--- config.mk ---
export PLATFORM = sky130hd
export DESIGN_NAME = bp_table
export DESIGN_NICKNAME = d
export VERILOG_FILES = /design/src/verilog/bp_table.sv
export SDC_FILE = /design/constraint.sdc
export NUM_CORES = 1
export LEC_CHECK = 0
export BUFFER_PORTS_ARGS = -buffer_cell sky130_fd_sc_hd__buf_2
export CORE_MARGIN = 10
export CORE_UTILIZATION = 63
export CTS_CLUSTER_SIZE = 10
export DETAILED_ROUTE_END_ITERATION = 16
export PLACE_DENSITY_LB_ADDON = 0.2
export RECOVER_POWER = 25
export SLEW_MARGIN = 20
export SYNTH_ARGS = -nofsm -noshare
export SYNTH_HDL_FRONTEND = slang
export SYNTH_SLANG_ARGS = --single-unit
export TNS_END_PERCENT = 1
--- constraint.sdc ---
create_clock -name clk -period 2.3 [get_ports clk]
set_clock_uncertainty 0.2 [all_clocks]
set_input_delay 0.115 -clock clk [delete_from_list [all_inputs] [get_ports clk]]
set_output_delay 0.115 -clock clk [all_outputs]
set_load 0.005 [all_outputs]
--- src/verilog/bp_table.sv ---
module bp_table #(
  parameter type    entry_t     = logic [1:0],
  parameter int     index_bits  = 6,
  parameter entry_t reset_value = entry_t'(0)
) (
  input  logic                  clk,
  input  logic                  rst_n,

  // decode side read
  input  logic [index_bits-1:0] rd_a_index,
  output entry_t                rd_a_data,

  // execute side read
  input  logic [index_bits-1:0] rd_b_index,
  output entry_t                rd_b_data,

  input  logic                  we,
  input  logic [index_bits-1:0] wr_index,
  input  entry_t                wr_data
);

  localparam int depth = 2 ** index_bits;

  entry_t mem [depth];

  always_ff @(posedge clk or negedge rst_n) begin
    if (!rst_n) begin
      for (int i = 0; i < depth; i++) begin
        mem[i] <= reset_value;
      end
    end else if (we) begin
      mem[wr_index] <= wr_data;
    end
  end

  // reads see the old entry during a same-cycle write
  assign rd_a_data = mem[rd_a_index];
  assign rd_b_data = mem[rd_b_index];

endmodule

==> flow_summary.json <==
{
  "seq_area_frac_synth_pct": 43.1,
  "port_buffers": 26,
  "crit_path_end_kind": "output port",
  "rrSetupSlack_ns": 1.14,
  "syn_area_sq_um": 7430,
  "power_leakage_nw": 3.75,
  "layout-drive-gt1-share_pct": 40.2,
  "drcViolationCount": 0,
  "path_class": "reg -> out",
  "cts.sinks": 128,
  "syn2layout_area_growth_pct": 14.2,
  "final_nets": 607,
  "whs_ns": 0.0233,
  "slew-limit-headroom_pct": -7.65,
  "grt_use_total_pct": 24.6,
  "synth_top_family_by_area": "multiplexers",
  "gp_congestion": 0.935,
  "drtIter0Drc": 554,
  "rows": 39,
  "clock_path_buffers": 2,
  "regMostFlops": "mem",
  "wire_per_inst_um": 26.1,
  "largest_reg_flops": 128,
  "grt_pass1_wl_mm": 30.9,
  "synth.distinct_cells": 45,
  "endpoint": "rd_a_data[1]",
  "hold_class": "in -> reg",
  "most-common-layout-cells": "dfrtp_1 (128), mux2_2 (74), mux2_1 (56)",
  "num_vias": 5223,
  "synth-compound-area-share_pct": 3.64,
  "numCtsBuffers": 17,
  "place_inst": 702,
  "clk_pin_slew_worst_paths_ns": 0.05,
  "clock_latency_ns": 0.42,
  "synthFlopType": "dfrtp_1",
  "synth-adder-area-share_pct": 0,
  "finalCriticalPeriod_ns": 2.49,
  "setup_viol": 4,
  "synthSimpleGateAreaFrac_pct": 9.69,
  "drv_cap": 1,
  "wirelength_mm": 19.3,
  "die_w_um": 129,
  "core_sq_um": 11500,
  "reg.largest.list": "mem: 128 flops",
  "die_h_um": 129,
  "rsz0062_at_grt": "yes",
  "htreeDepth": 4,
  "synth-edff-count": 0,
  "via_per_inst": 7.05,
  "r2r_cells": 2,
  "first_pass_iters": 5,
  "rr_startpoint": "mem[19]",
  "status": "finished with violations",
  "synth_fp_nets": 571,
  "drtAntennaViolNets": 0,
  "yosysWarnings": 0,
  "peakVddDrop_mv": 0.732,
  "final_common_cell": "dfrtp_1",
  "synthCells": 548,
  "grt_max_degree": 65,
  "dp_hpwl_mm": 13.2,
  "start_util_pct": 64.8,
  "crit_arrival_ns": 2.18,
  "antenna_found_initial": 0,
  "num_io_pins": 27,
  "pre_cts_ws_ns": 0.0345,
  "fin_ws_ns": -0.192,
  "final_hold_viol_count": 0,
  "dieArea_sq_um": 16500,
  "ys_seq_elements": 128,
  "synthMuxAreaShare_pct": 40.0,
  "cts_tree": "built",
  "rr_endpoint": "mem[19]",
  "power_density_nw_per_um2": 806,
  "cp_data_required_time_ns": 1.99,
  "synth_xor_area_share_pct": 0,
  "first_global_vias": 5472,
  "async_flop_share_pct": 100,
  "crit_fanout": 2,
  "worst_slew_pin_slew_ns": 1.61,
  "report.final.slew_viol_count": 31,
  "clockRootBuffer": "clkbuf_16",
  "min_period_over_period_pct": 108,
  "violations": "max-capacitance violations, max-slew violations, negative setup slack",
  "start_kind": "register",
  "overflow": 0,
  "fmax_mhz": 401,
  "stdcell_count": 741,
  "startpoint": "mem[19]",
  "synth_area_per_cell_sq_um": 13.6
}
-- per-layer routing --
layer	part of all wire (%)	wire length (um)	vias up	GRT usage [%]
li1	-	-	2174	-
met4	2.6	511	0	9.23
met3	10	1960	52	9.16
met5	0	0	-	0
met2	47	9060	276	37.3
met1	40	7810	2721	31.6
-- cells in the mapped netlist, types with 2 or more instances --
cell,n,area [sq um]
a211oi_1,2,15.0
nor3b_1,3,22.5
nand2_1,38,143
nor3_1,6,30.0
buf_6,3,33.8
o21ai_0,2,10.0
nor4_1,2,12.5
mux4_2,50,1130
a22oi_1,12,90.1
clkbuf_1,18,67.6
or3b_2,3,26.3
mux2_2,75,845
buf_12,2,40.0
nor2b_1,9,56.3
o22ai_1,12,75.1
buf_2,8,40.0
a22oi_2,2,25.0
dfrtp_1,128,3200
buf_1,3,11.3
and2_1,3,18.8
nand4_1,3,18.8
a32o_1,2,20.0
nor2_1,42,158
or3_1,4,25.0
a2111oi_0,2,17.5
nand3_1,8,40.0
or2_2,2,12.5
mux2i_1,4,40.0
buf_4,5,37.5
mux4_1,11,289
nand4b_1,2,17.5
nand3b_1,6,45.0
mux2_1,56,631
nand2b_1,7,43.8
and3b_2,3,30.0
-- what timing repair did --
item / 4_1_cts / 5_1_grt
setup buffers: 2 / 0
endpoints found under the setup margin: 4 / 4
pin swaps: 8 / 1
endpoints found under the hold margin: 131 / 0
resized for setup: 20 / 2
hold buffers: 4 / 0
-- stage by stage --
stage	utilization (%)	setup TNS, ns	instance area (sq um)	total power [mW]
2_1_floorplan	-	0	7430	3.50
3_3_place_gp	67.4	0	7720	3.81
3_5_place_dp	67.4	0	7720	3.87
4_1_cts	74.2	-0.631	8510	6.87
5_1_grt	73.9	-5.19	8480	7.08
6_report	74.0	-0.589	8480	6.84
-- area by class of cell --
type | count | area, sq um
Clock buffer | 21 | 480
Clock inverter | 11 | 176
Multi-Input combinational cell | 378 | 4020
Fill cell | 726 | 2990
Antenna cell | 1 | 2.50
Tap cell | 143 | 179
Sequential cell | 128 | 3200
Timing Repair Buffer | 58 | 420
Inverter | 1 | 3.75
-- power by group --
group	internal, mW	switching [mW]	leakage [nW]
sequential	2.55	0.255	1.70
combinational	0.615	0.476	1.74
clock	1.94	1.00	0.309
-- worst max-delay path, cell delays in order (launching register included) --
cell     delay (ns)
dfrtp_1        0.41
mux4_4         0.60
a22oi_2        0.22
nand4_1        0.12
mux2_4         0.28
buf_6          0.12
-- logic make-up (layout without fill, tap and decap cells) --
logic type	after synthesis	after routing
AO/OA/AOI/OAI	36	36
multiplexers	198	198
flip-flops	128	128
AND/OR/NAND/NOR	144	144
other	0	1
buffers and inverters	42	91
-- worst min path at each step --
stage | start | cells past startpoint | to
floorplan | rst_n | 0 | mem[0]
finish | wr_index[0] | 3 | mem[68]
detailed placement | rst_n | 1 | mem[48]
global placement | rst_n | 1 | mem[48]
CTS | wr_index[0] | 3 | mem[68]
global route | wr_index[0] | 3 | mem[68]
Note: power is estimated with default switching activity, not from simulation.
