<file path="config.mk">
export PLATFORM = sky130hd
export DESIGN_NAME = bp_resolve
export DESIGN_NICKNAME = d
export VERILOG_FILES = /design/src/verilog/bp_pkg.sv /design/src/verilog/bp_resolve.sv
export SDC_FILE = /design/constraint.sdc
export NUM_CORES = 1
export LEC_CHECK = 0
export BUFFER_PORTS_ARGS = -buffer_cell sky130_fd_sc_hd__buf_4
export CAP_MARGIN = 20
export CORE_AREA = 3 3 83 85
export DETAILED_ROUTE_END_ITERATION = 10
export DIE_AREA = 0 0 86 88
export PLACE_DENSITY = 0.82
export SLEW_MARGIN = 15
export SYNTH_ARGS = -nofsm -noshare
export SYNTH_HDL_FRONTEND = slang
export SYNTH_SLANG_ARGS = --single-unit
</file>
<file path="constraint.sdc">
create_clock -name vclk -period 2.05
set_input_delay 0.1025 -clock vclk [all_inputs]
set_output_delay 0.1025 -clock vclk [all_outputs]
set_load 0.01 [all_outputs]
</file>
<file path="src/verilog/bp_pkg.sv">
package bp_pkg;

  localparam int xlen = 32;

  localparam logic [6:0] opcode_branch = 7'b1100011; // beq, bne, blt and friends

  localparam logic [xlen-1:0] pc_step = 'd4; // fall-through distance

  // 2-bit saturating direction counter
  typedef enum logic [1:0] {
    strong_not_taken = 2'b00,
    weak_not_taken   = 2'b01,
    weak_taken       = 2'b10,
    strong_taken     = 2'b11
  } counter_t;

  // direct-mapped target buffer entry, full pc kept as tag
  typedef struct packed {
    logic            valid;
    logic [xlen-1:0] tag;
    logic [xlen-1:0] target;
  } btb_entry_t;

  typedef enum logic [1:0] {
    csr_ctrl             = 2'd0, // bit 0 is enable
    csr_branch_count     = 2'd1,
    csr_mispredict_count = 2'd2
  } csr_addr_t;

endpackage

</file>
<file path="src/verilog/bp_resolve.sv">
module bp_resolve #(
  parameter int index_bits = 6
) (
  input  logic                        ex_valid,
  input  logic [bp_pkg::xlen-1:0]     ex_pc,
  input  logic                        ex_pred_taken,
  input  logic [bp_pkg::xlen-1:0]     ex_pred_pc,
  input  logic                        ex_taken,
  input  logic [bp_pkg::xlen-1:0]     ex_target,

  output logic [index_bits-1:0]       cnt_index,
  input  bp_pkg::counter_t            cnt_data,
  output logic                        cnt_we,
  output bp_pkg::counter_t            cnt_wdata,

  output logic [index_bits-1:0]       btb_index,
  output logic                        btb_we,
  output bp_pkg::btb_entry_t          btb_wdata,

  output logic                        flush,
  output logic [bp_pkg::xlen-1:0]     redirect_pc,
  output logic                        branch_done,
  output logic                        mispredict
);

  logic dir_wrong;
  logic target_wrong;

  assign cnt_index = ex_pc[index_bits+1:2];
  assign btb_index = ex_pc[index_bits+1:2];

  assign dir_wrong    = ex_pred_taken != ex_taken;
  assign target_wrong = ex_pred_taken && (ex_pred_pc != ex_target);

  assign mispredict  = ex_valid && (dir_wrong || target_wrong);
  assign flush       = mispredict;
  assign branch_done = ex_valid;

  assign redirect_pc = ex_taken ? ex_target : ex_pc + bp_pkg::pc_step;

  // counter moves one step toward the outcome
  always_comb begin
    cnt_wdata = cnt_data;
    if (ex_taken) begin
      case (cnt_data)
        bp_pkg::strong_not_taken: cnt_wdata = bp_pkg::weak_not_taken;
        bp_pkg::weak_not_taken:   cnt_wdata = bp_pkg::weak_taken;
        bp_pkg::weak_taken:       cnt_wdata = bp_pkg::strong_taken;
        default:                  cnt_wdata = bp_pkg::strong_taken;
      endcase
    end else begin
      case (cnt_data)
        bp_pkg::strong_taken:   cnt_wdata = bp_pkg::weak_taken;
        bp_pkg::weak_taken:     cnt_wdata = bp_pkg::weak_not_taken;
        bp_pkg::weak_not_taken: cnt_wdata = bp_pkg::strong_not_taken;
        default:                cnt_wdata = bp_pkg::strong_not_taken;
      endcase
    end
  end

  assign cnt_we = ex_valid;

  // only taken branches allocate a target
  assign btb_we           = ex_valid && ex_taken;
  assign btb_wdata.valid  = 1'b1;
  assign btb_wdata.tag    = ex_pc;
  assign btb_wdata.target = ex_target;

endmodule

</file>
==> impl_metrics.json <==
{
  "n_antenna_cell": 0,
  "syn_avg_cell_area_um2": 6.75,
  "worst_slew_pin_slew_ns": 0.527,
  "switching_power_mw": 0.324,
  "hold_violations": 0,
  "postRouteAntennaNets": 0,
  "wl_per_cell_um": 15.9,
  "fp.coreArea_mm2": 0.00628,
  "synth_warnings": 0,
  "p_seq_share_pct": 0,
  "antenna_found_initial": 0,
  "filler_cell_count": 631,
  "vias": 2353,
  "hpwl_mm": 6.91,
  "fin_tns_setup_ns": 0,
  "power-per-cell-area_mw_per_mm2": 229,
  "arrival_ns": 1.66,
  "final_design_area_no_fill_mm2": 0.00302,
  "synth_area_mm2": 0.00192,
  "nNetsFinal": 518,
  "rows": 29,
  "fmax_ghz": 0.566,
  "cts_post_setup_buffers_inserted": 0,
  "grt_first_pass_wirelength_mm": 11.2,
  "finalWirelength_mm": 7.82,
  "yosysSeqAreaShare_pct": 0,
  "mostFrequentLayoutCells": "buf_4 (218), xor2_1 (45), nand2_1 (38)",
  "first_global_vias": 2208,
  "clock_power_share_pct": 0,
  "status": "finished clean",
  "wl_met3_um": 653,
  "start_kind": "input port",
  "top_layer": "met4",
  "dr.pass1.iters": 4,
  "die_x_um": 86,
  "worstPathMaxFanout": 8,
  "area_growth_pct": 57.5,
  "comb_power_share_pct": 100.0,
  "internal_power_mw": 0.369,
  "rsz0062_at_grt": "false",
  "min_period_over_period_pct": 86.1,
  "drc": 0,
  "dr_wl_met2_mm": 4.26,
  "grt.total_usage_pct": 18.2,
  "ir_drop_uv": 120,
  "flops_and_latches": 0,
  "yosys.cell_types.count": 28,
  "setup_viol": 0,
  "overflow": 0,
  "hold_buffers": 0,
  "p_sw_share_pct": 46.7,
  "slew_viol_final": 0,
  "syn_nets": 386,
  "die-area_mm2": 0.00757,
  "grt_max_degree": 37,
  "worstSetupPathType": "in -> out",
  "endpoint_kind": "primary output",
  "hp-class": "in -> out",
  "startpoint": "ex_pc[2]",
  "cts_resized": 0,
  "synthCells": 284,
  "die-height_um": 88,
  "ioPinCount": 217,
  "cap_violations": 0,
  "layout_commonest_cell": "buf_4",
  "gp_congestion": 0.831,
  "clkbuf_count": 0,
  "drive_above_1_share_pct": 55.6,
  "multi_input_area_mm2": 0.00127,
  "maxSlewHeadroom_pct": 64.6,
  "drt_iter0_drc": 36,
  "period_needed_ns": 1.77,
  "avgViaCountPerCell": 4.79,
  "initial_utilization_pct": 30.5,
  "placed_cell_area_mm2": 0.00302,
  "regArea_um2": 0,
  "io_buffers": 216,
  "worstPathRequired_ns": 1.95,
  "crit_path_end": "redirect_pc[30]",
  "wl_met1_mm": 2.89,
  "p_leak_nw": 1.49
}
## layer usage
metal  vias to the layer above  track usage, %
li1                       1132               -
met2                       119            36.4
met1                      1100            21.7
met4                         0           0.719
met3                         2            1.98
met5                         -               0
## final cells by class
cell class                      instances  share of cell area, %
Tap cell                               77                   3.19
Timing Repair Buffer                  218                   54.2
Inverter                                3                  0.373
Multi-Input combinational cell        193                   42.2
## power groups by stage
stage               clock (mW)  sequential [mW]  combinational [mW]
finish                       0                0               0.692
global route                 0                0               0.749
detailed placement           0                0               0.698
global placement             0                0               0.691
floorplan                    0                0               0.345
CTS                          0                0               0.701
## synth_stat cells (all sizes together)
master / n / area share [%]
and3: 4 / 1.4
nand2: 38 / 7.4
nand4: 14 / 4.6
clkbuf: 8 / 1.6
xnor2: 15 / 6.9
a21oi: 1 / 0.26
inv: 3 / 0.59
nand4b: 2 / 0.91
buf: 80 / 31
nor3: 6 / 2.4
conb: 1 / 0.20
maj3: 2 / 1.0
nand3: 14 / 4.8
nor2: 7 / 1.4
xor2: 45 / 21
and2: 2 / 0.65
ha: 1 / 0.65
mux2: 3 / 1.8
nor4: 8 / 3.4
o21ai: 30 / 8.2
## cells by family (layout without fill, tap and decap cells)
family,after synthesis,after routing,share of synthesized area (%)
muxes,3,3,1.76
buffers and inverters,91,221,33.5
adders and majority gates,3,3,1.70
AOI/OAI and AO/OA,31,31,8.49
other,1,1,0.196
xor gates and xnor gates,60,60,27.4
and+or+nand+nor,95,95,27.0
## critical path: stages
cell and delay (ns):
buf_4 0.11, ha_1 0.21, nand2_1 0.17, nor3_4 0.42, nand4_1 0.19, xnor2_1 0.16
o21ai_0 0.16, buf_4 0.15
## metrics by stage
stage          total power, mW  utilization [%]  std cells  hold WS [ns]  setup slack (ns)
2_1_floorplan            0.345                -        284         0.297             0.663
5_1_grt                  0.749             48.1        491         0.402             0.113
3_3_place_gp             0.691             48.1        491         0.390             0.274
6_report                 0.692             48.1        491         0.394             0.285
3_5_place_dp             0.698             48.1        491         0.395             0.305
4_1_cts                  0.701             48.1        491         0.395             0.277
## worst min path at each step
stage | from | endpoint | cells after the start
2_1_floorplan | ex_valid | branch_done | 1
4_1_cts | ex_pc[0] | btb_wdata[32] | 2
5_1_grt | ex_pc[0] | btb_wdata[32] | 2
3_5_place_dp | ex_pc[0] | btb_wdata[32] | 2
6_report | ex_pc[0] | btb_wdata[32] | 2
3_3_place_gp | ex_pc[1] | btb_wdata[33] | 2
Note: power is estimated with default switching activity, not from simulation.
