<file path="src/verilog/bp_pkg.sv">
package bp_pkg;

  localparam int xlen = 32;

  localparam logic [6:0] opcode_branch = 7'b1100011; // beq, bne, blt and friends

  localparam logic [xlen-1:0] pc_step = 'd4; // fall-through distance

  // 2-bit saturating direction counter
  typedef enum logic [1:0] {
    strong_not_taken = 2'b00,
    weak_not_taken   = 2'b01,
    weak_taken       = 2'b10,
    strong_taken     = 2'b11
  } counter_t;

  // direct-mapped target buffer entry, full pc kept as tag
  typedef struct packed {
    logic            valid;
    logic [xlen-1:0] tag;
    logic [xlen-1:0] target;
  } btb_entry_t;

  typedef enum logic [1:0] {
    csr_ctrl             = 2'd0, // bit 0 is enable
    csr_branch_count     = 2'd1,
    csr_mispredict_count = 2'd2
  } csr_addr_t;

endpackage

</file>
<file path="src/verilog/bp_csr.sv">
module bp_csr (
  input  logic                    clk,
  input  logic                    rst_n,
  input  logic                    csr_we,
  input  bp_pkg::csr_addr_t       csr_addr,
  input  logic [bp_pkg::xlen-1:0] csr_wdata,
  input  logic                    branch_done,
  input  logic                    mispredict,
  output logic [bp_pkg::xlen-1:0] csr_rdata,
  output logic                    enable
);

  logic [bp_pkg::xlen-1:0] branch_cnt;
  logic [bp_pkg::xlen-1:0] mispredict_cnt;

  always_ff @(posedge clk or negedge rst_n) begin
    if (!rst_n) begin
      enable <= 1'b1; // predictor on out of reset
    end else if (csr_we && (csr_addr == bp_pkg::csr_ctrl)) begin
      enable <= csr_wdata[0];
    end
  end

  always_ff @(posedge clk or negedge rst_n) begin
    if (!rst_n) begin
      branch_cnt <= '0;
    end else if (csr_we && (csr_addr == bp_pkg::csr_branch_count)) begin
      branch_cnt <= '0; // any write clears
    end else if (branch_done) begin
      branch_cnt <= branch_cnt + 1'b1;
    end
  end

  always_ff @(posedge clk or negedge rst_n) begin
    if (!rst_n) begin
      mispredict_cnt <= '0;
    end else if (csr_we && (csr_addr == bp_pkg::csr_mispredict_count)) begin
      mispredict_cnt <= '0;
    end else if (mispredict) begin
      mispredict_cnt <= mispredict_cnt + 1'b1;
    end
  end

  always_comb begin
    case (csr_addr)
      bp_pkg::csr_ctrl:             csr_rdata = {{(bp_pkg::xlen-1){1'b0}}, enable};
      bp_pkg::csr_branch_count:     csr_rdata = branch_cnt;
      bp_pkg::csr_mispredict_count: csr_rdata = mispredict_cnt;
      default:                      csr_rdata = '0; // unmapped
    endcase
  end

endmodule

</file>
<file path="config.mk">
export PLATFORM = sky130hd
export DESIGN_NAME = bp_csr
export DESIGN_NICKNAME = d
export VERILOG_FILES = /design/src/verilog/bp_pkg.sv /design/src/verilog/bp_csr.sv
export SDC_FILE = /design/constraint.sdc
export NUM_CORES = 1
export LEC_CHECK = 0
export BUFFER_PORTS_ARGS = -buffer_cell sky130_fd_sc_hd__buf_2
export CORE_MARGIN = 2
export CORE_UTILIZATION = 50
export DETAILED_ROUTE_END_ITERATION = 10
export PLACE_DENSITY_LB_ADDON = 0.3
export SETUP_SLACK_MARGIN = 0.5
export SLEW_MARGIN = 15
export SYNTH_ARGS = -nofsm -noshare
export SYNTH_HDL_FRONTEND = slang
export SYNTH_SLANG_ARGS = --single-unit
</file>
<file path="constraint.sdc">
create_clock -name clk -period 2.11 [get_ports clk]
set_clock_uncertainty 0.15 [all_clocks]
set_input_delay 0.3165 -clock clk [delete_from_list [all_inputs] [get_ports clk]]
set_output_delay 0.3165 -clock clk [all_outputs]
set_load 0.05 [all_outputs]
</file>
==> results of run 1 <==
## per-stage QoR
step	util (%)	std cells	setup WS, ns
floorplan	-	407	0.106
global placement	63.4	560	0.100
detailed placement	63.4	560	0.0558
CTS	86.6	665	0.179
## logic make-up after synthesis
family          after synthesis  synth area share (%)
buf+inv                      32                  3.29
simple gates                173                  26.8
flops                        65                  42.8
compound gates              104                  19.0
fa+ha+maj                     2                 0.658
mux                           8                  2.14
xor+xnor                     23                  5.30
## timing repair
item                       4_1_cts
setup endpoints to repair       75
setup buffers                   80
hold endpoints to repair        20
resized for setup              189
hold buffers                     1
pin swaps                       45
gates cloned                     8
==> flow_summary.ini, run 1 <==
[status]
status = did not finish
stop_stage = global routing
error_line = [ERROR DPL-0038] Utilization greater than 100%, impossible to legalize

[die]
fp.dieH_um = 91.2
initial_core_util_pct = 52.1
rows = 31
ios = 72
die_w_um = 91.2

[synthesis]
synth_ff_type = dfrtp_1
ys_ff_latch = 65
yosysTopAreaCell = dfrtp_1
synth-edff-count = 0
synth_nets = 448
post-synth-top-area-fraction_pct = 42.1
postSynthAreaPerCell_um2 = 9.34
syn_area_um2 = 3800
synth_most_common_cell = dfrtp_1
synth.distinct_cells = 45
yosys-top-cells-area = dfrtp_1 42%, a22o_1 7.1%, a21oi_1 4.1%, or4_1 3.9%, o31ai_1 3.6%
seq_area_frac_synth_pct = 42.8
synth_cells = 407
ys_warn_count = 0
async_flop_share_pct = 100
ys_top_cells_by_count = 64 x dfrtp_1, 31 x a21oi_1, 31 x a22o_1

[timing]
grt_worst_setup_endpoint = branch_cnt[30]$_DFFE_PN0P_/D
worst-ep-kind = register data pin

[cts]
cts_root_buf = clkbuf_8
cts.htree.levels = 3
cts_num_sinks = 65
cts_buffer_depth = 2
cts_made_buffers = 9

[place]
dpl.hpwl_mm = 7.66
gp_congestion = 0.875
port_buffers = 40
post_dp_cell_area_um2 = 4620

[global_routing]
grt_max_degree = 31
==> run 2: changes to the inputs <==
- CORE_UTILIZATION: 50 -> 35
- PLACE_DENSITY_LB_ADDON: 0.3 -> 0.15
- SETUP_SLACK_MARGIN: 0.5 -> not set
- clock period: 2.11 -> 2.7 ns (I/O delays scaled with it)
==> run 2 against run 1 <==
Against the previous run: the run now ends clean; synthesized area unchanged; synthesized cell count unchanged.
==> flow_summary.ini, run 2 <==
[detailed_routing]
ant_nets = 0
wirelength_mm = 10.8
wl_per_cell_um = 18.4
viasPerCell = 5.82
drc = 0
dr.pass1.iters = 4
vias = 3422
drt_iter0_drc = 271

[cells_and_area]
areaGrowthSynthToFinish_pct = 14.5
fin_nets = 484
stdcell_count = 588
drive_above_1_share_pct = 17.4
final_cell_mix = 64 x dfrtp_1, 40 x buf_2, 31 x a22o_1, 31 x a21oi_1, 28 x nand2_1
layout_commonest_cell = dfrtp_1
reg_top3 = branch_cnt (32), mispredict_cnt (32), enable (1)
diodes = 0

[global_routing]
overflow = 0
grt_pass1_vias = 3219
grt_pass1_wl_mm = 17.7
grt.total_usage_pct = 19.6
grt_max_degree = 66
antenna_found_initial = 0

[worst_hold_path]
hold_path_class = in2reg
worstHoldEndpoint = enable
min_from = csr_wdata[0]
whs_path_depth = 2

[worst_setup_path]
ff2ff_setup_slack_ns = 0.34
r2r_end = branch_cnt[31]
crit_required_ns = 2.83
worstSetupPathType = reg2reg
start_kind = register
timing.rr.start = branch_cnt[7]
crit_fanout = 17
cpPeakStageDelay_ns = 0.67
path_cells = nand4_1, or3_1, nor4_1, mux2i_1
crit_buf_inv = 0
cpLargestDelayFamily = simple AND/OR/NAND/NOR gates
ff2ff_path_depth = 4
cpMaxStageDelayCell = or3_1
cp.arrival_ns = 2.49
end_kind = register

[cts]
clkTransAtPathRegs_ns = 0.08
clk_latency_ns = 0.35
cts_made_buffers = 9
cts_num_sinks = 65
cts_buffer_depth = 2
cts_tree = built
cts.htree.levels = 3
cts_root_buf = clkbuf_8
ctsResizeCount = 0

[timing]
max_freq_mhz = 423
hold_violations = 0
period_needed_ns = 2.36
tightest_slew_ns = 0.654
fin_crit_sh_pct = 87.5
setup_tns_ns = 0
setup_viol = 0
slew_headroom_pct = 56.3
slew_violations = 0
rsz0062_at_grt = no

[synthesis]
synth-edff-count = 0
synth_most_common_cell = dfrtp_1
post-synth-top-area-fraction_pct = 42.1
yosys-top-cells-area = dfrtp_1 42%, a22o_1 7.1%, a21oi_1 4.1%, or4_1 3.9%, o31ai_1 3.6%
syn_area_um2 = 3800
postSynthAreaPerCell_um2 = 9.34
ys_ff_latch = 65
synth.distinct_cells = 45
synth_nets = 448
seq_area_frac_synth_pct = 42.8
synth_ff_type = dfrtp_1
yosysTopAreaCell = dfrtp_1
ys_top_cells_by_count = 64 x dfrtp_1, 31 x a21oi_1, 31 x a22o_1
async_flop_share_pct = 100
synth_cells = 407
ys_warn_count = 0

[die]
die-area_um2 = 11700
rows = 38
coreArea_um2 = 10700
die_w_um = 108
fp.dieH_um = 108
ios = 72
initial_core_util_pct = 35.5

[pwr]
powerDensity_nw_per_um2 = 521
p_total_uw = 2270
p_leak_uw = 0.00184
vdd_drop_max_mv = 0.324

[place]
gp_congestion = 0.841
port_buffers = 40
placedCellCount = 571
dpl.hpwl_mm = 7.73

[flow_run]
cap_violations = 0

[status]
status = complete, no violations
==> run 2: power breakdown <==
| part | leakage (µW) | total [µW] | internal (µW) | switching [µW] |
|---|---|---|---|---|
| combinational | 0.000850 | 372 | 132 | 240 |
| clock | 0.0000932 | 766 | 380 | 386 |
| sequential | 0.000894 | 1130 | 1040 | 95.5 |
| total | 0.00184 | 2270 | 1550 | 721 |
==> run 2: timing repair <==
action | CTS | global route
endpoints found under the hold margin | 64 | 0
hold buffers | 1 | 0
buffers inserted | 0 | 0
==> run 2: worst max-delay path by stage <==
stage	from	to	slack, ns	depth (start not counted)
after global placement	branch_cnt[7]	branch_cnt[31]	0.33	4
after floorplan	enable	csr_rdata[0]	0.26	2
after detailed placement	branch_cnt[7]	branch_cnt[31]	0.30	4
final	branch_cnt[7]	branch_cnt[31]	0.34	4
after CTS	branch_cnt[7]	branch_cnt[31]	0.30	4
after global routing	branch_cnt[7]	branch_cnt[31]	0.17	4
==> run 2: stage by stage <==
stage	hold WS, ns	util [%]	setup slack, ns	instance area [µm²]
final	0.160	40.7	0.338	4360
after global routing	0.152	40.7	0.172	4360
after CTS	0.144	40.7	0.297	4360
after detailed placement	0.313	39.0	0.302	4170
after global placement	0.313	39.0	0.331	4170
after floorplan	-0.0406	-	0.264	3800
==> run 2: worst register-to-register path, stage by stage, from the launching register on <==
cell     delay, ns
dfrtp_1       0.45
nand4_1       0.25
or3_1         0.67
nor4_1        0.55
mux2i_1       0.24
==> run 2: logic make-up (layout without fill, tap and decap cells) <==
group | after synthesis | after routing | share of synthesized area (%)
compound gates | 104 | 104 | 19.0
xor+xnor | 23 | 23 | 5.30
fa+ha+maj | 2 | 2 | 0.658
buf+inv | 32 | 73 | 3.29
flops | 65 | 65 | 42.8
mux | 8 | 8 | 2.14
simple gates | 173 | 173 | 26.8
==> run 2: metal layers <==
layer  routed length, µm  GRT usage (%)  part of all wire, %  vias to the layer above
met5                   0              0                    0                        -
met4                  81           3.39                 0.75                        0
met3                 569           5.42                  5.3                        7
met2                4960           30.0                   46                      102
met1                5200           28.2                   48                     1681
li1                    -              -                    -                     1632
==> run 2: cell type report <==
cell class,count,area (µm²)
fill,1111,6340
multi-input combinational,310,2050
sequential,65,1630
timing repair buffer,52,305
tap,140,175
clock buffer,13,159
inverter,5,18.8
clock inverter,3,15.0
(Power assumes the default switching activity.)
