[src/verilog/bp_pkg.sv]
package bp_pkg;

  localparam int xlen = 32;

  localparam logic [6:0] opcode_branch = 7'b1100011; // beq, bne, blt and friends

  localparam logic [xlen-1:0] pc_step = 'd4; // fall-through distance

  // 2-bit saturating direction counter
  typedef enum logic [1:0] {
    strong_not_taken = 2'b00,
    weak_not_taken   = 2'b01,
    weak_taken       = 2'b10,
    strong_taken     = 2'b11
  } counter_t;

  // direct-mapped target buffer entry, full pc kept as tag
  typedef struct packed {
    logic            valid;
    logic [xlen-1:0] tag;
    logic [xlen-1:0] target;
  } btb_entry_t;

  typedef enum logic [1:0] {
    csr_ctrl             = 2'd0, // bit 0 is enable
    csr_branch_count     = 2'd1,
    csr_mispredict_count = 2'd2
  } csr_addr_t;

endpackage

[src/verilog/bp_lookup.sv]
module bp_lookup #(
  parameter int index_bits = 6
) (
  input  logic                        clk,
  input  logic                        rst_n,
  input  logic                        dec_valid,
  input  logic [bp_pkg::xlen-1:0]     dec_pc,
  input  logic [6:0]                  dec_opcode,
  input  logic                        stall,
  input  logic                        flush,
  input  logic                        enable,

  output logic [index_bits-1:0]       cnt_index,
  input  bp_pkg::counter_t            cnt_data,

  output logic [index_bits-1:0]       btb_index,
  input  bp_pkg::btb_entry_t          btb_data,

  output logic                        pred_taken,
  output logic [bp_pkg::xlen-1:0]     pred_pc,
  output logic                        ex_valid,
  output logic [bp_pkg::xlen-1:0]     ex_pc,
  output logic                        ex_pred_taken,
  output logic [bp_pkg::xlen-1:0]     ex_pred_pc
);

  logic is_branch;
  logic cnt_taken;
  logic btb_hit;

  assign cnt_index = dec_pc[index_bits+1:2]; // word aligned pc
  assign btb_index = dec_pc[index_bits+1:2];

  assign is_branch = dec_valid && (dec_opcode == bp_pkg::opcode_branch);
  assign cnt_taken = (cnt_data == bp_pkg::weak_taken) || (cnt_data == bp_pkg::strong_taken);
  assign btb_hit   = btb_data.valid && (btb_data.tag == dec_pc);

  assign pred_taken = is_branch && enable && cnt_taken && btb_hit;
  assign pred_pc    = pred_taken ? btb_data.target : dec_pc + bp_pkg::pc_step;

  // decode to execute stage
  always_ff @(posedge clk or negedge rst_n) begin
    if (!rst_n) begin
      ex_valid <= 1'b0;
    end else if (flush || stall) begin
      ex_valid <= 1'b0; // squash wrong path, or bubble on a held entry
    end else begin
      ex_valid <= is_branch;
    end
  end

  always_ff @(posedge clk) begin
    if (!stall) begin
      ex_pc         <= dec_pc;
      ex_pred_taken <= pred_taken;
      ex_pred_pc    <= pred_pc;
    end
  end

endmodule

[config.mk]
export PLATFORM = sky130hd
export DESIGN_NAME = bp_lookup
export DESIGN_NICKNAME = d
export VERILOG_FILES = /design/src/verilog/bp_pkg.sv /design/src/verilog/bp_lookup.sv
export SDC_FILE = /design/constraint.sdc
export NUM_CORES = 1
export LEC_CHECK = 0
export BUFFER_PORTS_ARGS = -buffer_cell sky130_fd_sc_hd__buf_2
export CORE_MARGIN = 1.5
export CORE_UTILIZATION = 43
export CTS_CLUSTER_DIAMETER = 150
export DETAILED_ROUTE_END_ITERATION = 10
export PLACE_DENSITY = 0.86
export SLEW_MARGIN = 20
export SYNTH_ARGS = -nofsm -noshare
export SYNTH_HDL_FRONTEND = slang
export SYNTH_SLANG_ARGS = --single-unit
[constraint.sdc]
create_clock -name clk -period 2.33 [get_ports clk]
set_clock_uncertainty 0.15 [all_clocks]
set_input_delay 0.233 -clock clk [delete_from_list [all_inputs] [get_ports clk]]
set_output_delay 0.233 -clock clk [all_outputs]
set_load 0.03 [all_outputs]
==> flow_summary_export.csv, run 1 <==
group,metric,value,unit
worst_hold_path,holdCritPathClass,"primary input to flip-flop",
critical_path,worstSetupPathType,"primary input to output port",
die,die_w,93.6,µm
power,comb_power_share,0.294,
outcome,violations,"setup timing",
grt,track_usage,0.288,
power,leakage,2.68,nW
synthesis,synth.most_common_cell,"edfxtp_1",
placement,placed_cells,623,
clocking,clock-sinks,66,
synthesis,netlist_top_cells_count,"edfxtp_1, xor2_1, mux2_2",
power,switching_share,0.322,
timing,setup_violations,32,
grt,grt_overflow_total,0,
finish,post-route-util,0.740,
timing,timing.hold.ws,0.0232,ns
synthesis,synth_top_cell_by_area,"edfxtp_1",
synthesis,synth_area_leaders,"edfxtp_1, xor2_1, mux2_2, xnor2_1, buf_4",
synthesis,synth_warnings,0,
drt,wire_per_inst,19.2,µm
critical_path,end_kind,"output port",
timing,rsz0062_at_grt,"true",
drt,finalWirelength,12.7,mm
timing,fin_ws,-0.202,ns
die,ios,223,
synthesis,synth_top_area_frac,0.554,
timing,hold_violations,0,
power,seqPwrFrac,0.450,
synthesis,syn_inst,273,
grt,grt_max_degree,43,
finish,syn_to_final_growth,64.7,%
grt,grt_pass1_wl,18.4,mm
placement,place_area,4990,µm²
power,ir_drop,338,µV
outcome,status,"finished, violations left",
critical_path,cp.required,1.95,ns
finish,final_area,5810,µm²
power,switchingPower,1.02,mW
timing,fin_crit,2.53,ns
grt,grt_pass1_vias,3488,
power,power,3.18,mW
grt,antenna_found_initial,0,
synthesis,synth_edf_count,65,
drt,via_count,3342,
finish,antenna_cells,0,
placement,place_hpwl,8.67,mm
clocking,root_buffer,"clkbuf_8",
synthesis,async_reset_ff_frac,0.0152,
synthesis,synth_cell_types,27,
clocking,htreeDepth,3,
drt,drcViolationCount,0,
timing,slew_viol_final,0,
drt,drt_iter0_markers,102,
timing,fmax,0.395,GHz
placement,place_ws,-0.335,ns
critical_path,critPathMaxFanout,8,
power,p_int,2.15,mW
run,cap_viol_max_count,0,
finish,instances_no_fill,660,
critical_path,cp.arrival,2.15,ns
power,pwr-share-clk,0.256,
die,coreArea,7850,µm²
timing,worst_pin_slew,0.564,ns
die,start_util,0.449,
timing,fin_crit_sh,1.09,
clocking,cts.path.max_buffers,2,
clocking,cts_tree,"yes",
synthesis,postSynthAreaPerCell,12.9,µm²
die,rows,32,
placement,io_buffers,221,
finish,final_nets,666,
synthesis,synth_nets,386,
finish,drive_gt1_frac,0.604,
drt,drt_first_pass_iters,5,
drt,ant_nets,0,
clocking,cts_buffers,9,
timing,relSlewSlack,0.624,
synthesis,synth_area,3530,µm²
synthesis,yosysSeqAreaShare,0.561,
timing,tns,-5.63,ns
power,p_per_area,548,nW/µm²
placement,gp_congestion,0.769,
clocking,path_clk_slew,0.07,ns
drt,vias_per_cell,5.06,
die,die-area,8750,µm²
synthesis,synth_ff_type,"edfxtp_1",
synthesis,ys_ff_latch,66,
die,die-height,93.6,µm
critical_path,cp-start-kind,"primary input",
cell families after synthesis:
kind of cell  Yosys count  share of synthesized area
xor+xnor               60                      0.149
buf+inv                23                     0.0440
mux                    32                      0.102
fa+ha+maj               1                    0.00355
flops                  66                      0.561
simple gates           91                      0.141
critical path, stage by stage:
cell and delay (ns):
buf_2 0.11, xor2_1 0.20, nor4_1 0.29, nand4_1 0.18, nor4_4 0.32, buf_6 0.18
buf_12 0.16, mux2_4 0.33, buf_6 0.14
power groups by stage:
stage | clock [mW] | sequential, mW | combinational, mW
after floorplan | 0 | 1.65 | 0.260
after global placement | 0 | 1.45 | 0.795
after detailed placement | 0 | 1.46 | 0.809
after CTS | 0.823 | 1.43 | 0.912
after global routing | 0.866 | 1.44 | 0.978
final | 0.813 | 1.43 | 0.934
flip-flops by register name (all words and copies together), names as in the netlist:
| register | count |
|---|---|
| ex_pc | 32 |
| ex_pred_pc | 32 |
| ex_pred_taken | 1 |
| ex_valid | 1 |
per-layer routing:
layer | wire length [µm] | GRT usage | vias to the layer above
li1 | - | - | 1547
met1 | 4780 | 0.322 | 1586
met2 | 6790 | 0.537 | 183
met3 | 811 | 0.0528 | 26
met4 | 273 | 0.106 | 0
met5 | 0 | 0 | -
layout make-up:
| type | instances | area, µm² |
|---|---|---|
| inverters | 5 | 18.8 |
| repair buffers | 287 | 1920 |
| fillers | 517 | 2040 |
| multi-input cells | 184 | 1610 |
| clock inverters | 4 | 18.8 |
| clock buffers | 12 | 135 |
| flip-flops and latches | 66 | 1980 |
| well taps | 102 | 128 |
layout by cell type, fill, tap and decap left out, types with 4 or more instances in the layout:
cell | synthesis | routed
edfxtp_1 | 65 | 65
nor2_1 | 21 | 21
and4_1 | 4 | 4
xnor2_2 | 0 | 4
xor2_1 | 45 | 44
buf_6 | 3 | 37
nor3_1 | 8 | 8
nand3_1 | 9 | 9
dlygate4sd3_1 | 0 | 5
clkbuf_8 | 0 | 9
xnor2_1 | 15 | 10
mux2_4 | 0 | 31
nand2_1 | 16 | 16
nand4_1 | 13 | 13
buf_2 | 1 | 184
buf_4 | 12 | 56
nor4_1 | 9 | 8
inv_1 | 5 | 4
worst paths after layout:
kind	startpoint	to	slack, ns	depth (start not counted)
max	btb_data[41]	pred_pc[25]	-0.20	9
min	dec_pc[4]	ex_pc[4]$_DFFE_PN_	0.02	1
max in group asynchronous	rst_n	ex_valid$_DFF_PN0_	1.87	2
min in group asynchronous	rst_n	ex_valid$_DFF_PN0_	0.08	2
repair_timing:
| action | 4_1_cts | 5_1_grt |
|---|---|---|
| hold buffers | 5 | 0 |
| pin swaps | 3 | 2 |
| gates resized for setup | 113 | 4 |
| gates cloned | 3 | 0 |
| setup endpoints to repair | 32 | 32 |
| setup buffers | 9 | 4 |
| endpoints found under the hold margin | 4 | 0 |
(Power assumes the default switching activity.)
==> run 2, diff against run 1 <==
Settings changed: SETUP_SLACK_MARGIN set to 0.4.
==> run 2 against run 1 <==
  * The flow still finishes with violations (setup timing)
  * Combinational power is 0.5% higher
  * Global-route usage is 1.5 points lower
  * Maximum frequency is 3.6% lower
  * Critical path type unchanged
==> flow_summary_export.csv, run 2 (synthesis gave the netlist of run 1 again) <==
group,metric,value,unit
die,rows,32,
drt,drt_first_pass_iters,4,
clocking,cts.path.max_buffers,2,
placement,gp_congestion,0.807,
critical_path,critPathMaxFanout,5,
die,coreArea,7850,µm²
timing,relSlewSlack,0.696,
power,comb_power_share,0.293,
grt,antenna_found_initial,0,
placement,place_hpwl,9.07,mm
grt,track_usage,0.272,
power,switching_share,0.328,
placement,io_buffers,221,
critical_path,end_kind,"output port",
timing,hold_violations,0,
timing,fmax,0.381,GHz
outcome,violations,"setup timing",
power,leakage,2.71,nW
drt,vias_per_cell,5.10,
power,seqPwrFrac,0.446,
grt,grt_max_degree,35,
timing,fin_crit,2.63,ns
timing,fin_crit_sh,1.13,
power,p_int,2.16,mW
grt,grt_pass1_vias,3448,
power,ir_drop,361,µV
clocking,htreeDepth,3,
finish,layout_commonest_cell,"buf_2",
run,cap_viol_max_count,0,
timing,worst_pin_slew,0.456,ns
die,ios,223,
worst_hold_path,holdCritPathClass,"primary input to flip-flop",
timing,fin_ws,-0.295,ns
critical_path,worstSetupPathType,"primary input to output port",
critical_path,cp.arrival,2.24,ns
die,die-height,93.6,µm
drt,drt_iter0_markers,156,
die,die-area,8750,µm²
power,power,3.21,mW
timing,rsz0062_at_grt,"true",
outcome,status,"finished, violations left",
finish,syn_to_final_growth,66.9,%
die,start_util,0.449,
drt,wire_per_inst,18.9,µm
finish,antenna_cells,0,
critical_path,cp.required,1.95,ns
clocking,path_clk_slew,0.08,ns
power,switchingPower,1.05,mW
clocking,cts_buffers,9,
timing,setup_violations,32,
grt,grt_pass1_wl,17.4,mm
drt,via_count,3368,
power,pwr-share-clk,0.261,
power,p_per_area,545,nW/µm²
timing,slew_viol_final,0,
clocking,root_buffer,"clkbuf_8",
die,die_w,93.6,µm
grt,grt_overflow_total,0,
finish,drive_gt1_frac,0.617,
finish,largestRegisters,"ex_pc x32, ex_pred_pc x32",
finish,most-common-layout-cells,"buf_2, edfxtp_1, buf_4",
critical_path,cp-start-kind,"primary input",
drt,ant_nets,0,
timing,tns,-7.46,ns
clocking,clock-sinks,66,
clocking,cts_tree,"yes",
finish,final_nets,667,
drt,drcViolationCount,0,
drt,finalWirelength,12.5,mm
## run 2: cell count changes in the layout (fill, tap and decap cells not counted), sizes merged
cell	change
inv	-1
clkinv	+1
clkbuf	-1
buf	-1
clkinvlp	+2
dlygate4sd3	+1
## run 2: per-stage QoR
step	utilization	instance area [µm²]	worst slack (ns)	cells	hold WS (ns)
after floorplan	-	3580	0.00191	273	-0.213
after global placement	0.650	5100	-0.393	630	-0.141
after detailed placement	0.650	5100	-0.418	630	-0.141
after CTS	0.735	5760	-0.319	655	0.00461
after global routing	0.750	5890	-0.344	661	0.0184
final	0.750	5890	-0.295	661	0.0282
## run 2: path summary, 6_finish.rpt
path | start | to | cells past startpoint | slack [ns]
max | btb_data[51] | pred_pc[19] | 11 | -0.30
min | dec_pc[26] | ex_pc[26]$_DFFE_PN_ | 1 | 0.03
max in group asynchronous | rst_n | ex_valid$_DFF_PN0_ | 2 | 1.88
min in group asynchronous | rst_n | ex_valid$_DFF_PN0_ | 2 | 0.07
## run 2: layer usage
| metal | GRT usage | vias up | wire length (µm) |
|---|---|---|---|
| li1 | - | 1546 | - |
| met1 | 0.313 | 1594 | 4640 |
| met2 | 0.490 | 205 | 6520 |
| met3 | 0.0764 | 23 | 1060 |
| met4 | 0.0796 | 0 | 267 |
| met5 | 0 | - | 0 |
## run 2: critical path, stage by stage
cell and delay [ns]:
buf_8 0.11, xnor2_4 0.16, buf_6 0.11, nand4b_1 0.10
or4_4 0.44, nor4_4 0.21, buf_6 0.18, buf_12 0.11
buf_16 0.12, mux2_4 0.31, buf_6 0.14
## run 2: area by class of cell
type / count / area [µm²]
fill: 539 / 1960
clock inverter: 6 / 33.8
inverter: 5 / 22.5
multi-input combinational: 184 / 1640
clock buffer: 10 / 128
timing repair buffer: 288 / 1960
sequential: 66 / 1980
tap: 102 / 128
## run 2: what timing repair did
action | 4_1_cts | 5_1_grt
cloned | 2 | 1
pin swaps | 1 | 2
resized for setup | 99 | 18
endpoints found under the hold margin | 4 | 1
setup buffers | 2 | 4
setup endpoints to repair | 65 | 65
hold buffers | 5 | 1
## run 2: power by group through the flow
stage	Sequential [mW]	Combinational [mW]	Clock, mW
2_1_floorplan	1.65	0.265	0
3_3_place_gp	1.45	0.816	0
3_5_place_dp	1.46	0.829	0
4_1_cts	1.43	0.914	0.848
5_1_grt	1.44	0.984	0.899
6_report	1.43	0.939	0.839
==> run 3, diff against run 2 <==
Settings changed: CORE_UTILIZATION 43 to 39, PLACE_DENSITY 0.86 to 0.82.
Clock period 2.33 ns to 2.3 ns, I/O delays scaled along.
==> run 3 against run 2 <==
  * Via count is 1.8% higher
  * Sequential share of layout area shrank 1.7 points
  * Design area up 5.4%
  * Largest power group unchanged
  * Hold slack better by 0.0032 ns
  * Combinational power rose by 8%
  * The flow still finishes with violations (setup timing)
  * Critical path type unchanged
==> flow_summary_export.csv, run 3 (synthesis gave the netlist of run 1 again) <==
group,metric,value,unit
finish,largestRegisters,"ex_pc x32, ex_pred_pc x32",
die,ios,223,
clocking,clock-sinks,66,
outcome,status,"finished, violations left",
timing,setup_violations,32,
run,cap_viol_max_count,0,
finish,layout_commonest_cell,"buf_2",
grt,track_usage,0.261,
worst_hold_path,holdCritPathClass,"primary input to async pin",
timing,hold_violations,0,
finish,seq_area,1980,µm²
grt,antenna_found_initial,0,
drt,wire_per_inst,18.7,µm
outcome,violations,"setup timing",
grt,grt_pass1_wl,18.9,mm
finish,antenna_cells,0,
clocking,root_buffer,"clkbuf_8",
finish,final_nets,685,
timing,slew_viol_final,0,
finish,syn_to_final_growth,75.9,%
clocking,htreeDepth,3,
finish,most-common-layout-cells,"buf_2, edfxtp_1, buf_6",
critical_path,cp.required,1.92,ns
critical_path,slowest_stage,"or4_4",
finish,drive_gt1_frac,0.634,
clocking,cts_tree,"yes",
drt,routed.top_layer,"met4",
finish,multi_input_area,1660,µm²
die,rows,34,
drt,finalWirelength,12.8,mm
critical_path,end_kind,"output port",
clocking,path_clk_slew,0.08,ns
drt,met3_wirelength,870,µm
critical_path,crit_start,"btb_data[35]",
critical_path,cp.arrival,2.17,ns
grt,grt_overflow_total,0,
critical_path,crit_chain,"buf_2 > xor2_1 > or4_4 > nor4_4 > buf_4 > clkbuf_16 > mux2_4 > buf_6",
drt,wl_met2,6.67,mm
placement,io_buffers,221,
finish,fillCellCount,631,
critical_path,slowest_delay,0.58,ns
die,die-height,98.1,µm
placement,place_ws,-0.378,ns
placement,gp_congestion,0.792,
drt,vias_per_cell,5.01,
placement,place_hpwl,8.94,mm
timing,fin_ws,-0.251,ns
die,die-area,9620,µm²
timing,fin_crit_sh,1.11,
drt,drt-met1-wl,5.15,mm
clocking,cts.path.max_buffers,2,
drt,drt_first_pass_iters,4,
drt,drt_iter0_markers,131,
die,coreArea,8720,µm²
timing,rsz0062_at_grt,"true",
drt,drcViolationCount,0,
critical_path,cp-start-kind,"primary input",
timing,fmax,0.392,GHz
die,start_util,0.404,
timing,relSlewSlack,0.597,
drt,via_count,3429,
grt,grt_max_degree,24,
timing,fin_crit,2.55,ns
finish,post-route-util,0.711,
power,ir_drop,350,µV
critical_path,worstSetupPathType,"primary input to output port",
critical_path,endpoint,"pred_pc[6]",
clocking,cts_buffers,9,
drt,ant_nets,0,
critical_path,critPathMaxFanout,8,
timing,worst_pin_slew,0.603,ns
power,leakage,2.86,nW
power,p_per_area,574,nW/µm²
die,die_w,98.1,µm
grt,grt_pass1_vias,3483,
-- run 3: cell count changes in the layout (fill, tap and decap cells not counted), moves of 2 or more --
cell           delta
bufinv_16         +2
dlygate4sd3_1     -2
buf_2             -6
buf_6            +21
buf_4             +4
-- run 3: per-stage QoR --
step	total power [mW]	cells	setup TNS, ns	area, µm²	hold WS, ns
6_report	3.56	685	-7.40	6200	0.0315
3_3_place_gp	2.32	640	-15.86	5160	-0.143
3_5_place_dp	2.33	640	-17.97	5160	-0.143
2_1_floorplan	1.94	273	-0.523	3590	-0.216
5_1_grt	3.68	685	-9.92	6200	0.0230
4_1_cts	3.55	673	-7.93	6040	0.00803
-- run 3: power by group --
group	internal (mW)	total [mW]	leakage, nW	switching [mW]
sequential	1.43	1.45	0.650	0.0243
clock	0.609	1.10	0.107	0.488
combinational	0.424	1.01	2.10	0.585
total	2.46	3.56	2.86	1.10
-- run 3: layout make-up --
cell class / instances / share of cell area
clock buffer: 9 / 0.0200
clock inverter: 7 / 0.0151
inverter: 5 / 0.00363
multi-input combinational: 184 / 0.267
sequential: 66 / 0.319
tap: 108 / 0.0218
timing repair buffer: 306 / 0.353
-- run 3: what timing repair did --
| action | CTS | global route |
|---|---|---|
| pin swaps | 6 | 5 |
| gates resized for setup | 125 | 19 |
| hold buffers | 4 | 0 |
| endpoints found under the hold margin | 3 | 0 |
| cloned | 3 | 0 |
| setup buffers | 10 | 12 |
| endpoints found under the setup margin | 65 | 65 |
-- run 3: per-layer routing --
| metal | track usage | vias up |
|---|---|---|
| li1 | - | 1585 |
| met1 | 0.324 | 1634 |
| met2 | 0.463 | 192 |
| met3 | 0.0651 | 18 |
| met4 | 0.0538 | 0 |
| met5 | 0 | - |
-- run 3: worst max-delay path, delay by kind of cell --
kind,cells,cell delay [ns]
xor+xnor,1,0.21
buf+inv,4,0.59
mux,1,0.32
simple gates,2,0.81
-- run 3: worst min-delay path by stage --
| stage | start | end |
|---|---|---|
| 2_1_floorplan | rst_n | ex_valid$_DFF_PN0_ |
| 3_3_place_gp | rst_n | ex_valid$_DFF_PN0_ |
| 3_5_place_dp | rst_n | ex_valid$_DFF_PN0_ |
| 4_1_cts | rst_n | ex_valid$_DFF_PN0_ |
| 5_1_grt | rst_n | ex_valid$_DFF_PN0_ |
| 6_report | rst_n | ex_valid$_DFF_PN0_ |
